File: src/hdl/rv32_dx_pkg.sv
`default_nettype none

package rv32_dx_pkg;

    localparam int XLEN = 32;

    // major opcodes.
    localparam logic [6:0] OP_REG    = 7'b0110011;
    localparam logic [6:0] OP_IMM    = 7'b0010011;
    localparam logic [6:0] OP_LUI    = 7'b0110111;
    localparam logic [6:0] OP_AUIPC  = 7'b0010111;
    localparam logic [6:0] OP_JAL    = 7'b1101111;
    localparam logic [6:0] OP_JALR   = 7'b1100111;
    localparam logic [6:0] OP_BRANCH = 7'b1100011;

    typedef enum logic [3:0] {
        ALU_ADD, ALU_SUB, ALU_SLL, ALU_SLT, ALU_SLTU,
        ALU_XOR, ALU_SRL, ALU_SRA, ALU_OR, ALU_AND
    } alu_op_e;

    typedef enum logic [2:0] {
        BR_NONE, BR_EQ, BR_NE, BR_LT, BR_GE, BR_LTU, BR_GEU, BR_JUMP
    } br_cond_e;

    typedef enum logic [1:0] {
        WB_ALU, WB_IMM, WB_LINK
    } wb_sel_e;

    typedef struct packed {
        logic [6:0] funct7;
        logic [4:0] rs2;
        logic [4:0] rs1;
        logic [2:0] funct3;
        logic [4:0] rd;
        logic [6:0] opcode;
    } r_fmt_t;

    typedef struct packed {
        logic [11:0] imm;
        logic [4:0]  rs1;
        logic [2:0]  funct3;
        logic [4:0]  rd;
        logic [6:0]  opcode;
    } i_fmt_t;

    typedef struct packed {
        logic [6:0] imm_hi;
        logic [4:0] rs2;
        logic [4:0] rs1;
        logic [2:0] funct3;
        logic [4:0] imm_lo;
        logic [6:0] opcode;
    } s_fmt_t;

    typedef struct packed {
        logic       imm12;
        logic [5:0] imm10_5;
        logic [4:0] rs2;
        logic [4:0] rs1;
        logic [2:0] funct3;
        logic [3:0] imm4_1;
        logic       imm11;
        logic [6:0] opcode;
    } b_fmt_t;

    typedef struct packed {
        logic [19:0] imm;
        logic [4:0]  rd;
        logic [6:0]  opcode;
    } u_fmt_t;

    typedef struct packed {
        logic       imm20;
        logic [9:0] imm10_1;
        logic       imm11;
        logic [7:0] imm19_12;
        logic [4:0] rd;
        logic [6:0] opcode;
    } j_fmt_t;

    // one instruction word, viewed per format.
    typedef union packed {
        r_fmt_t r;
        i_fmt_t i;
        s_fmt_t s;
        b_fmt_t b;
        u_fmt_t u;
        j_fmt_t j;
    } instr_u;

    typedef struct packed {
        alu_op_e  alu_op;
        logic     src_a_pc;
        logic     src_b_imm;
        br_cond_e br_cond;
        logic     jalr;
        wb_sel_e  wb_sel;
        logic     reg_write;
    } ctrl_word_t;

    typedef struct packed {
        logic            valid;
        ctrl_word_t      ctrl;
        logic [XLEN-1:0] pc;
        logic [XLEN-1:0] rs1_val;
        logic [XLEN-1:0] rs2_val;
        logic [XLEN-1:0] imm;
        logic [4:0]      rd;
        logic            br_pred;
    } id_ex_t;

    typedef struct packed {
        logic            valid;
        logic            reg_write;
        logic [4:0]      rd;
        logic [XLEN-1:0] alu_out;
        logic [XLEN-1:0] link;
        logic [XLEN-1:0] imm;
        wb_sel_e         wb_sel;
        logic            br_taken;
        logic [XLEN-1:0] br_target;
        logic            mispredict;
    } ex_result_t;

endpackage

`default_nettype wire

File: src/hdl/instr_decoder.sv
`timescale 1ns/100ps
`default_nettype none

module instr_decoder (
    input  rv32_dx_pkg::instr_u          instr_i,
    output logic [4:0]                   rs1_addr_o,
    output logic [4:0]                   rs2_addr_o,
    output logic [4:0]                   rd_o,
    output logic [rv32_dx_pkg::XLEN-1:0] imm_o,
    output rv32_dx_pkg::ctrl_word_t      ctrl_o,
    output logic                         legal_o
);
    import rv32_dx_pkg::*;

    // funct3 picks the operation, alt selects sub or arithmetic shift.
    function automatic alu_op_e alu_from_funct(input logic [2:0] funct3, input logic alt);
        case (funct3)
            3'b000:  return alt ? ALU_SUB : ALU_ADD;
            3'b001:  return ALU_SLL;
            3'b010:  return ALU_SLT;
            3'b011:  return ALU_SLTU;
            3'b100:  return ALU_XOR;
            3'b101:  return alt ? ALU_SRA : ALU_SRL;
            3'b110:  return ALU_OR;
            default: return ALU_AND;
        endcase
    endfunction

    // register fields sit at the same place in every format that has them.
    assign rs1_addr_o = instr_i.r.rs1;
    assign rs2_addr_o = instr_i.r.rs2;
    assign rd_o       = instr_i.r.rd;

    always_comb begin
        ctrl_o  = '0;
        imm_o   = '0;
        legal_o = 1'b1;
        case (instr_i.r.opcode)
            OP_REG: begin
                ctrl_o.alu_op    = alu_from_funct(instr_i.r.funct3, instr_i.r.funct7[5]);
                ctrl_o.wb_sel    = WB_ALU;
                ctrl_o.reg_write = 1'b1;
            end
            OP_IMM: begin
                imm_o = {{20{instr_i.i.imm[11]}}, instr_i.i.imm};
                // only srai looks at bit 30; addi has no subtract form.
                ctrl_o.alu_op    = alu_from_funct(instr_i.i.funct3,
                                                  instr_i.i.funct3 == 3'b101 &&
                                                  instr_i.i.imm[10]);
                ctrl_o.src_b_imm = 1'b1;
                ctrl_o.wb_sel    = WB_ALU;
                ctrl_o.reg_write = 1'b1;
            end
            OP_LUI: begin
                imm_o            = {instr_i.u.imm, 12'b0};
                ctrl_o.wb_sel    = WB_IMM;
                ctrl_o.reg_write = 1'b1;
            end
            OP_AUIPC: begin
                imm_o            = {instr_i.u.imm, 12'b0};
                ctrl_o.alu_op    = ALU_ADD;
                ctrl_o.src_a_pc  = 1'b1;
                ctrl_o.src_b_imm = 1'b1;
                ctrl_o.wb_sel    = WB_ALU;
                ctrl_o.reg_write = 1'b1;
            end
            OP_JAL: begin
                imm_o = {{11{instr_i.j.imm20}}, instr_i.j.imm20, instr_i.j.imm19_12,
                         instr_i.j.imm11, instr_i.j.imm10_1, 1'b0};
                ctrl_o.br_cond   = BR_JUMP;
                ctrl_o.wb_sel    = WB_LINK;
                ctrl_o.reg_write = 1'b1;
            end
            OP_JALR: begin
                imm_o            = {{20{instr_i.i.imm[11]}}, instr_i.i.imm};
                ctrl_o.br_cond   = BR_JUMP;
                ctrl_o.jalr      = 1'b1;
                ctrl_o.wb_sel    = WB_LINK;
                ctrl_o.reg_write = 1'b1;
            end
            OP_BRANCH: begin
                imm_o = {{19{instr_i.b.imm12}}, instr_i.b.imm12, instr_i.b.imm11,
                         instr_i.b.imm10_5, instr_i.b.imm4_1, 1'b0};
                case (instr_i.b.funct3)
                    3'b000:  ctrl_o.br_cond = BR_EQ;
                    3'b001:  ctrl_o.br_cond = BR_NE;
                    3'b100:  ctrl_o.br_cond = BR_LT;
                    3'b101:  ctrl_o.br_cond = BR_GE;
                    3'b110:  ctrl_o.br_cond = BR_LTU;
                    3'b111:  ctrl_o.br_cond = BR_GEU;
                    default: legal_o = 1'b0;
                endcase
            end
            default: begin
                legal_o = 1'b0;
            end
        endcase
        // illegal words leave the decoder as a bubble.
        if (!legal_o) begin
            ctrl_o = '0;
        end
    end

endmodule

`default_nettype wire

File: src/hdl/reg_file.sv
`timescale 1ns/100ps
`default_nettype none

module reg_file (
    input  logic                         clk,
    input  logic                         rst,
    input  logic [4:0]                   rs1_addr_i,
    input  logic [4:0]                   rs2_addr_i,
    output logic [rv32_dx_pkg::XLEN-1:0] rs1_data_o,
    output logic [rv32_dx_pkg::XLEN-1:0] rs2_data_o,
    input  logic                         we_i,
    input  logic [4:0]                   wr_addr_i,
    input  logic [rv32_dx_pkg::XLEN-1:0] wr_data_i
);
    import rv32_dx_pkg::*;

    // x0 has no storage.
    logic [XLEN-1:0] regs [1:31];

    always_ff @(posedge clk) begin
        if (rst) begin
            for (int k = 1; k < 32; k++) begin
                regs[k] <= '0;
            end
        end else if (we_i && wr_addr_i != 5'd0) begin
            regs[wr_addr_i] <= wr_data_i;
        end
    end

    // write data is bypassed so decode sees the value retiring this cycle.
    always_comb begin
        if (rs1_addr_i == 5'd0) begin
            rs1_data_o = '0;
        end else if (we_i && wr_addr_i == rs1_addr_i) begin
            rs1_data_o = wr_data_i;
        end else begin
            rs1_data_o = regs[rs1_addr_i];
        end
    end

    always_comb begin
        if (rs2_addr_i == 5'd0) begin
            rs2_data_o = '0;
        end else if (we_i && wr_addr_i == rs2_addr_i) begin
            rs2_data_o = wr_data_i;
        end else begin
            rs2_data_o = regs[rs2_addr_i];
        end
    end

endmodule

`default_nettype wire

File: src/hdl/id_ex_reg.sv
`timescale 1ns/100ps
`default_nettype none

module id_ex_reg (
    input  logic                clk,
    input  logic                rst,
    input  logic                load_i,
    input  rv32_dx_pkg::id_ex_t d_i,
    output rv32_dx_pkg::id_ex_t q_o
);
    import rv32_dx_pkg::*;

    logic            valid_q;
    ctrl_word_t      ctrl_q;
    logic [XLEN-1:0] pc_q;
    logic [XLEN-1:0] rs1_val_q;
    logic [XLEN-1:0] rs2_val_q;
    logic [XLEN-1:0] imm_q;
    logic [4:0]      rd_q;
    logic            br_pred_q;

    // an invalid entry is loaded as a bubble with all control cleared.
    always_ff @(posedge clk) begin
        if (rst) begin
            valid_q <= 1'b0;
            ctrl_q  <= '0;
        end else if (load_i) begin
            valid_q <= d_i.valid;
            ctrl_q  <= d_i.valid ? d_i.ctrl : '0;
        end
    end

    always_ff @(posedge clk) begin
        if (load_i) begin
            pc_q      <= d_i.pc;
            rs1_val_q <= d_i.rs1_val;
            rs2_val_q <= d_i.rs2_val;
            imm_q     <= d_i.imm;
            rd_q      <= d_i.rd;
            br_pred_q <= d_i.br_pred;
        end
    end

    assign q_o = '{valid: valid_q, ctrl: ctrl_q, pc: pc_q, rs1_val: rs1_val_q,
                   rs2_val: rs2_val_q, imm: imm_q, rd: rd_q, br_pred: br_pred_q};

endmodule

`default_nettype wire

File: src/hdl/exec_unit.sv
`timescale 1ns/100ps
`default_nettype none

module exec_unit (
    input  rv32_dx_pkg::id_ex_t     id_ex_i,
    output rv32_dx_pkg::ex_result_t result_o
);
    import rv32_dx_pkg::*;

    logic [XLEN-1:0] op_a;
    logic [XLEN-1:0] op_b;
    logic [4:0]      shamt;
    logic [XLEN-1:0] alu_out;
    logic            taken;
    logic            is_ctrl;
    logic [XLEN-1:0] target;
    logic [XLEN-1:0] jalr_sum;

    assign op_a  = id_ex_i.ctrl.src_a_pc ? id_ex_i.pc : id_ex_i.rs1_val;
    assign op_b  = id_ex_i.ctrl.src_b_imm ? id_ex_i.imm : id_ex_i.rs2_val;
    assign shamt = op_b[4:0];

    always_comb begin
        case (id_ex_i.ctrl.alu_op)
            ALU_ADD:  alu_out = op_a + op_b;
            ALU_SUB:  alu_out = op_a - op_b;
            ALU_SLL:  alu_out = op_a << shamt;
            ALU_SLT:  alu_out = {{(XLEN-1){1'b0}}, $signed(op_a) < $signed(op_b)};
            ALU_SLTU: alu_out = {{(XLEN-1){1'b0}}, op_a < op_b};
            ALU_XOR:  alu_out = op_a ^ op_b;
            ALU_SRL:  alu_out = op_a >> shamt;
            ALU_SRA:  alu_out = $signed(op_a) >>> shamt;
            ALU_OR:   alu_out = op_a | op_b;
            ALU_AND:  alu_out = op_a & op_b;
            default:  alu_out = op_a + op_b;
        endcase
    end

    // branches always compare the two register values.
    always_comb begin
        case (id_ex_i.ctrl.br_cond)
            BR_EQ:   taken = id_ex_i.rs1_val == id_ex_i.rs2_val;
            BR_NE:   taken = id_ex_i.rs1_val != id_ex_i.rs2_val;
            BR_LT:   taken = $signed(id_ex_i.rs1_val) < $signed(id_ex_i.rs2_val);
            BR_GE:   taken = $signed(id_ex_i.rs1_val) >= $signed(id_ex_i.rs2_val);
            BR_LTU:  taken = id_ex_i.rs1_val < id_ex_i.rs2_val;
            BR_GEU:  taken = id_ex_i.rs1_val >= id_ex_i.rs2_val;
            BR_JUMP: taken = 1'b1;
            default: taken = 1'b0;
        endcase
    end

    assign is_ctrl  = id_ex_i.ctrl.br_cond != BR_NONE;
    assign jalr_sum = id_ex_i.rs1_val + id_ex_i.imm;
    assign target   = id_ex_i.ctrl.jalr ? {jalr_sum[XLEN-1:1], 1'b0}
                                        : id_ex_i.pc + id_ex_i.imm;

    always_comb begin
        result_o.valid      = id_ex_i.valid;
        result_o.reg_write  = id_ex_i.ctrl.reg_write;
        result_o.rd         = id_ex_i.rd;
        result_o.alu_out    = alu_out;
        result_o.link       = id_ex_i.pc + XLEN'(4);
        result_o.imm        = id_ex_i.imm;
        result_o.wb_sel     = id_ex_i.ctrl.wb_sel;
        // plain alu ops report no branch activity.
        result_o.br_taken   = is_ctrl && taken;
        result_o.br_target  = is_ctrl ? target : '0;
        result_o.mispredict = is_ctrl && (taken != id_ex_i.br_pred);
    end

endmodule

`default_nettype wire

File: src/hdl/writeback_stage.sv
`timescale 1ns/100ps
`default_nettype none

module writeback_stage (
    input  logic                         clk,
    input  logic                         rst,
    input  logic                         stall_i,
    input  rv32_dx_pkg::ex_result_t      result_i,
    output logic                         rf_we_o,
    output logic [4:0]                   rf_addr_o,
    output logic [rv32_dx_pkg::XLEN-1:0] rf_data_o,
    output logic                         wb_valid_o,
    output logic                         wb_we_o,
    output logic [4:0]                   wb_rd_o,
    output logic [rv32_dx_pkg::XLEN-1:0] wb_data_o,
    output logic                         br_taken_o,
    output logic [rv32_dx_pkg::XLEN-1:0] br_target_o,
    output logic                         mispredict_o
);
    import rv32_dx_pkg::*;

    logic            fire;
    logic [XLEN-1:0] wb_value;

    // a result retires on the same edge that loads id/ex.
    assign fire = result_i.valid && !stall_i;

    always_comb begin
        case (result_i.wb_sel)
            WB_IMM:  wb_value = result_i.imm;
            WB_LINK: wb_value = result_i.link;
            default: wb_value = result_i.alu_out;
        endcase
    end

    assign rf_we_o   = fire && result_i.reg_write && result_i.rd != 5'd0;
    assign rf_addr_o = result_i.rd;
    assign rf_data_o = wb_value;

    always_ff @(posedge clk) begin
        if (rst) begin
            wb_valid_o   <= 1'b0;
            wb_we_o      <= 1'b0;
            br_taken_o   <= 1'b0;
            mispredict_o <= 1'b0;
        end else begin
            wb_valid_o   <= fire;
            wb_we_o      <= rf_we_o;
            br_taken_o   <= fire && result_i.br_taken;
            mispredict_o <= fire && result_i.mispredict;
        end
    end

    always_ff @(posedge clk) begin
        if (fire) begin
            wb_rd_o     <= result_i.rd;
            wb_data_o   <= wb_value;
            br_target_o <= result_i.br_target;
        end
    end

endmodule

`default_nettype wire

File: src/hdl/rv32_dx_top.sv
`timescale 1ns/100ps
`default_nettype none

module rv32_dx_top (
    input  logic                         clk,
    input  logic                         rst,
    input  logic [31:0]                  instr_i,
    input  logic [rv32_dx_pkg::XLEN-1:0] pc_i,
    input  logic                         br_pred_i,
    input  logic                         valid_i,
    input  logic                         stall_i,
    output logic                         wb_valid_o,
    output logic                         wb_we_o,
    output logic [4:0]                   wb_rd_o,
    output logic [rv32_dx_pkg::XLEN-1:0] wb_data_o,
    output logic                         br_taken_o,
    output logic [rv32_dx_pkg::XLEN-1:0] br_target_o,
    output logic                         mispredict_o
);
    import rv32_dx_pkg::*;

    logic [4:0]      rs1_addr;
    logic [4:0]      rs2_addr;
    logic [4:0]      rd;
    logic [XLEN-1:0] imm;
    ctrl_word_t      ctrl;
    logic            legal;
    logic [XLEN-1:0] rs1_data;
    logic [XLEN-1:0] rs2_data;
    id_ex_t          id_ex_d;
    id_ex_t          id_ex_q;
    ex_result_t      ex_result;
    logic            rf_we;
    logic [4:0]      rf_addr;
    logic [XLEN-1:0] rf_data;

    instr_decoder i_decoder (
        .instr_i    (instr_i),
        .rs1_addr_o (rs1_addr),
        .rs2_addr_o (rs2_addr),
        .rd_o       (rd),
        .imm_o      (imm),
        .ctrl_o     (ctrl),
        .legal_o    (legal)
    );

    reg_file i_reg_file (
        .clk        (clk),
        .rst        (rst),
        .rs1_addr_i (rs1_addr),
        .rs2_addr_i (rs2_addr),
        .rs1_data_o (rs1_data),
        .rs2_data_o (rs2_data),
        .we_i       (rf_we),
        .wr_addr_i  (rf_addr),
        .wr_data_i  (rf_data)
    );

    // an illegal opcode enters id/ex as a bubble.
    assign id_ex_d = '{valid: valid_i && legal, ctrl: ctrl, pc: pc_i, rs1_val: rs1_data,
                       rs2_val: rs2_data, imm: imm, rd: rd, br_pred: br_pred_i};

    id_ex_reg i_id_ex_reg (
        .clk    (clk),
        .rst    (rst),
        .load_i (!stall_i),
        .d_i    (id_ex_d),
        .q_o    (id_ex_q)
    );

    exec_unit i_exec_unit (
        .id_ex_i  (id_ex_q),
        .result_o (ex_result)
    );

    writeback_stage i_writeback (
        .clk          (clk),
        .rst          (rst),
        .stall_i      (stall_i),
        .result_i     (ex_result),
        .rf_we_o      (rf_we),
        .rf_addr_o    (rf_addr),
        .rf_data_o    (rf_data),
        .wb_valid_o   (wb_valid_o),
        .wb_we_o      (wb_we_o),
        .wb_rd_o      (wb_rd_o),
        .wb_data_o    (wb_data_o),
        .br_taken_o   (br_taken_o),
        .br_target_o  (br_target_o),
        .mispredict_o (mispredict_o)
    );

endmodule

`default_nettype wire

File: config.mk
export PLATFORM = sky130hd
export DESIGN_NAME = rv32_dx_top
export DESIGN_NICKNAME = d
export VERILOG_FILES = /design/src/hdl/rv32_dx_pkg.sv /design/src/hdl/instr_decoder.sv /design/src/hdl/reg_file.sv /design/src/hdl/id_ex_reg.sv /design/src/hdl/exec_unit.sv /design/src/hdl/writeback_stage.sv /design/src/hdl/rv32_dx_top.sv
export SDC_FILE = /design/constraint.sdc
export NUM_CORES = 2
export LEC_CHECK = 0
export BUFFER_PORTS_ARGS = -buffer_cell sky130_fd_sc_hd__buf_2
export CAP_MARGIN = 15
export CORE_UTILIZATION = 40
export DETAILED_ROUTE_END_ITERATION = 10
export SETUP_SLACK_MARGIN = 0.1
export SYNTH_ARGS = -nofsm -noshare
export SYNTH_HDL_FRONTEND = slang
export SYNTH_SLANG_ARGS = --single-unit
File: constraint.sdc
create_clock -name clk -period 9.9 [get_ports clk]
set_input_delay 1.485 -clock clk [delete_from_list [all_inputs] [get_ports clk]]
set_output_delay 1.485 -clock clk [all_outputs]
set_load 0.005 [all_outputs]
==> impl_results.md <==
- Final Hold Fails: 0
- DR vias: 54,531
- Io pins: 142
- Unrepaired setup endpoints after global routing: false
- Crit path launch: i_id_ex_reg.q_o[141]
- Most used cell, CP: buf_4
- Sinks on the clock net: 1,245
- Crit. End Element: flip-flop
- Post-Route WL: 284 mm
- Area Overhead vs Synth: 10.4%
- Max clock buf depth: 3
- PostCTS Resize Cnt: 0
- CP Buf/Inv Count: 5
- Logic pwr share: 23.5%
- Largest net degree at the start of global routing: 122
- Crit path DAT: 7.26 ns
- Worst setup path category: flip-flop to flip-flop
- Min Tclk post-route: 6.77 ns
- Commonest non-fill, non-tap cells in the layout: edfxtp_1 (1,227), nor2_1 (1,186), mux4_2 (646), nand2_1 (251), a21oi_1 (203)
- Fmax: 0.148 GHz
- CTS tree: done
- Setup crit end: i_id_ex_reg.rs1_val_q[25]
- Worst Hold Class: flip-flop to flip-flop
- Commonest non-fill, non-tap cell in the layout: edfxtp_1
- Sw Ratio: 32.4%
- Reg power frac: 42.8%
- Final std cells w/o fill: 8,489
- Worst path cell trace: buf_4 > mux2i_4 > buf_4 > inv_2 > buf_4 > ha_1 > a21oi_1 > o21bai_1 > a2111oi_0 > nor3_1 > o21ai_0 > a21oi_1 > xor2_1 > a221oi_1 > a22o_1 > buf_4 > a211oi_1
- Final Worst Setup Slack: 3.13 ns
- RR Endpoint: i_id_ex_reg.rs1_val_q[25]
- Post-CTS Setup Bufs: 0
- Initial antenna violation count: 6
- Pre-CTS setup slack: 3.52 ns
- Antenna-violating nets left: 0
- Critical Path RT: 10.39 ns
- EDFF count, synth: 1,227
- Cell total after placement: 8,239
- Root Buffer: clkbuf_16
- Startpoint types: flip-flop
- Residual overflow from global routing: 0
- Relative slew slack: 4.85%
- Status: completed
- Slew at the pin with the worst max-slew slack: 1.43 ns
- R2r startpoint: i_id_ex_reg.q_o[141]
- Routed wire length per instance: 33.4 um
- Area of the mapped netlist: 0.0748 mm2
- Worst Skew: 0.0722 ns
- Vias in the first global route: 52,692
- Initial Utilization: 40.3%
- Yosys reg bits: 1,245
- Total power: 14.6 mW
- Slew Limit Fails: 0
- Design Area, Final: 0.0826 mm2
- Vias per cell: 6.42
- Number of setup violations in the final report: 0
- Primary FF master, synth: edfxtp_1
- Worst vdd ir: 183 uV
- Final clock period utilization by the worst path: 68.4%
- First-pass GRT wire length: 397 mm
- Pwr dens: 176 mW/mm2
- Delay-heaviest family, CP: compound AO/OA/AOI/OAI gates
- Worst-path clk slew: 0.06 ns
- Setup TNS: 0 ns
- Core ar.: 0.186 mm2
- Max-Cap Viols: 0
- GP Congestion: 1.00
- Tot GR Track Use: 29.8%
- Layout net count: 6,173
- Total CTS buffers: 134
- CP max stage cell: a2111oi_0
- Reg2Reg Setup Slack: 3.13 ns
- Placed Area: 0.0783 mm2
- Syn_area_per_cell: 12.6 um2
- Hold_buf cts: 0
- Die extent in x: 435 um
- Proportion of layout cells with a drive suffix above 1: 21.9%
- Die area: 0.189 mm2
- FP Rows: 158
- Clock power frac: 33.7%
- Post-route DRC: 0
- Detail Placement HPWL: 191 mm
- Worst-path fanout max: 74
- Leakage power: 30.2 nW
- Int Power: 9.84 mW
- Count of different cell masters after synthesis: 99
- I/O Buffers: 141
- Sequential area share after synthesis: 49.7%
- Worst skew pair latency: 0.80 ns
- Die H: 435 um
- CP peak stage delay: 0.89 ns
- Sw Pwr: 4.71 mW
- Mapped Cells: 5,956
- Initial DRC Count: 7,325
- First drt pass iteration count: 6
- Async SR Flop Fraction: 0%
- Cells on worst reg2reg path: 17
- H-tree depth: 4
- YS warnings: 0
- Crit. path cell count: 17
## power groups by stage
stage | Combinational (mW) | Clock (mW) | Sequential [mW]
after global placement | 3.30 | 0 | 6.32
after detailed placement | 3.31 | 0 | 6.33
after CTS | 3.32 | 4.93 | 6.22
final | 3.42 | 4.90 | 6.23
after global routing | 3.58 | 5.11 | 6.24
after floorplan | 2.14 | 0 | 6.23
## routing by layer
metal,track usage [%],up-vias,part of all wire [%]
li1,-,22674,-
met2,46.0,3420,46
met4,17.6,4,6.6
met5,0,-,0.044
met1,38.4,27803,37
met3,6.70,630,10
## sequential cells by signal, summed over array words and instances, names as in the netlist
register	count
i_writeback.mispredict_o	1
i_writeback.br_target_o	32
i_id_ex_reg.rs1_val_q	32
i_id_ex_reg.valid_q	1
i_id_ex_reg.br_pred_q	1
i_id_ex_reg.imm_q	32
i_writeback.wb_valid_o	1
i_id_ex_reg.pc_q	32
i_writeback.wb_we_o	1
i_id_ex_reg.rd_q	5
i_writeback.wb_rd_o	5
i_reg_file.regs	1024
i_id_ex_reg.q_o	13
i_id_ex_reg.rs2_val_q	32
i_writeback.wb_data_o	32
i_writeback.br_taken_o	1
## cells in the mapped netlist, types with 56 or more instances
cell,instances,area share (%)
edfxtp_1,1227,49
nor2_1,1188,6.0
mux4_2,646,19
clkbuf_1,346,1.7
nand2_1,282,1.4
a21oi_1,203,1.4
ha_1,193,3.2
inv_1,178,0.89
a211oi_1,144,1.4
mux2i_1,126,1.7
o21ai_0,112,0.75
buf_2,102,0.68
nor2b_1,85,0.71
nor3_1,82,0.55
a21o_1,78,0.78
buf_1,63,0.32
nand3_1,63,0.42
xnor2_1,63,0.74
nand2b_1,56,0.47
## layout make-up
cell class	instances	area (um2)
diodes	2	5.00
clock buffers	179	3590
clock inverters	57	566
fillers	16643	103000
inverters	198	748
multi-input cells	4011	35200
flip-flops and latches	1245	37200
well taps	2480	3100
repair buffers	317	2250
## worst min path at each step
stage | from | to | slack (ns) | depth (start not counted)
floorplan | i_id_ex_reg.rd_q[0] | i_writeback.wb_rd_o[0] | 0.42 | 0
global placement | i_id_ex_reg.valid_q | i_id_ex_reg.valid_q | 0.45 | 2
detailed placement | i_id_ex_reg.valid_q | i_id_ex_reg.valid_q | 0.46 | 2
CTS | i_id_ex_reg.valid_q | i_id_ex_reg.valid_q | 0.47 | 2
global route | i_id_ex_reg.valid_q | i_id_ex_reg.valid_q | 0.49 | 2
finish | i_id_ex_reg.valid_q | i_id_ex_reg.valid_q | 0.47 | 2
## through the flow
stage / util, % / hold slack [ns]
finish: 44.5 / 0.470
global route: 44.5 / 0.488
CTS: 44.4 / 0.469
detailed placement: 42.2 / 0.460
global placement: 42.1 / 0.454
floorplan: - / 0.424
## logic make-up after synthesis
group / count (synthesis) / share of synthesized area (%)
AOI/OAI and AO/OA: 974 / 9.13
xor gates and xnor gates: 103 / 1.21
adders and majority gates: 197 / 3.33
buffers and inverters: 731 / 4.00
DFF: 1245 / 49.7
muxes: 808 / 21.8
other: 1 / 0.00501
and+or+nand+nor: 1897 / 10.8
## worst register-to-register path: stages (launching register included)
cell	delay (ns)
dfxtp_2	0.32
buf_4	0.60
mux2i_4	0.37
buf_4	0.31
inv_2	0.05
buf_4	0.33
ha_1	0.42
a21oi_1	0.18
o21bai_1	0.15
a2111oi_0	0.89
nor3_1	0.17
o21ai_0	0.77
a21oi_1	0.27
xor2_1	0.21
a221oi_1	0.63
a22o_1	0.27
buf_4	0.37
a211oi_1	0.17
Note: power is estimated with default switching activity, not from simulation.
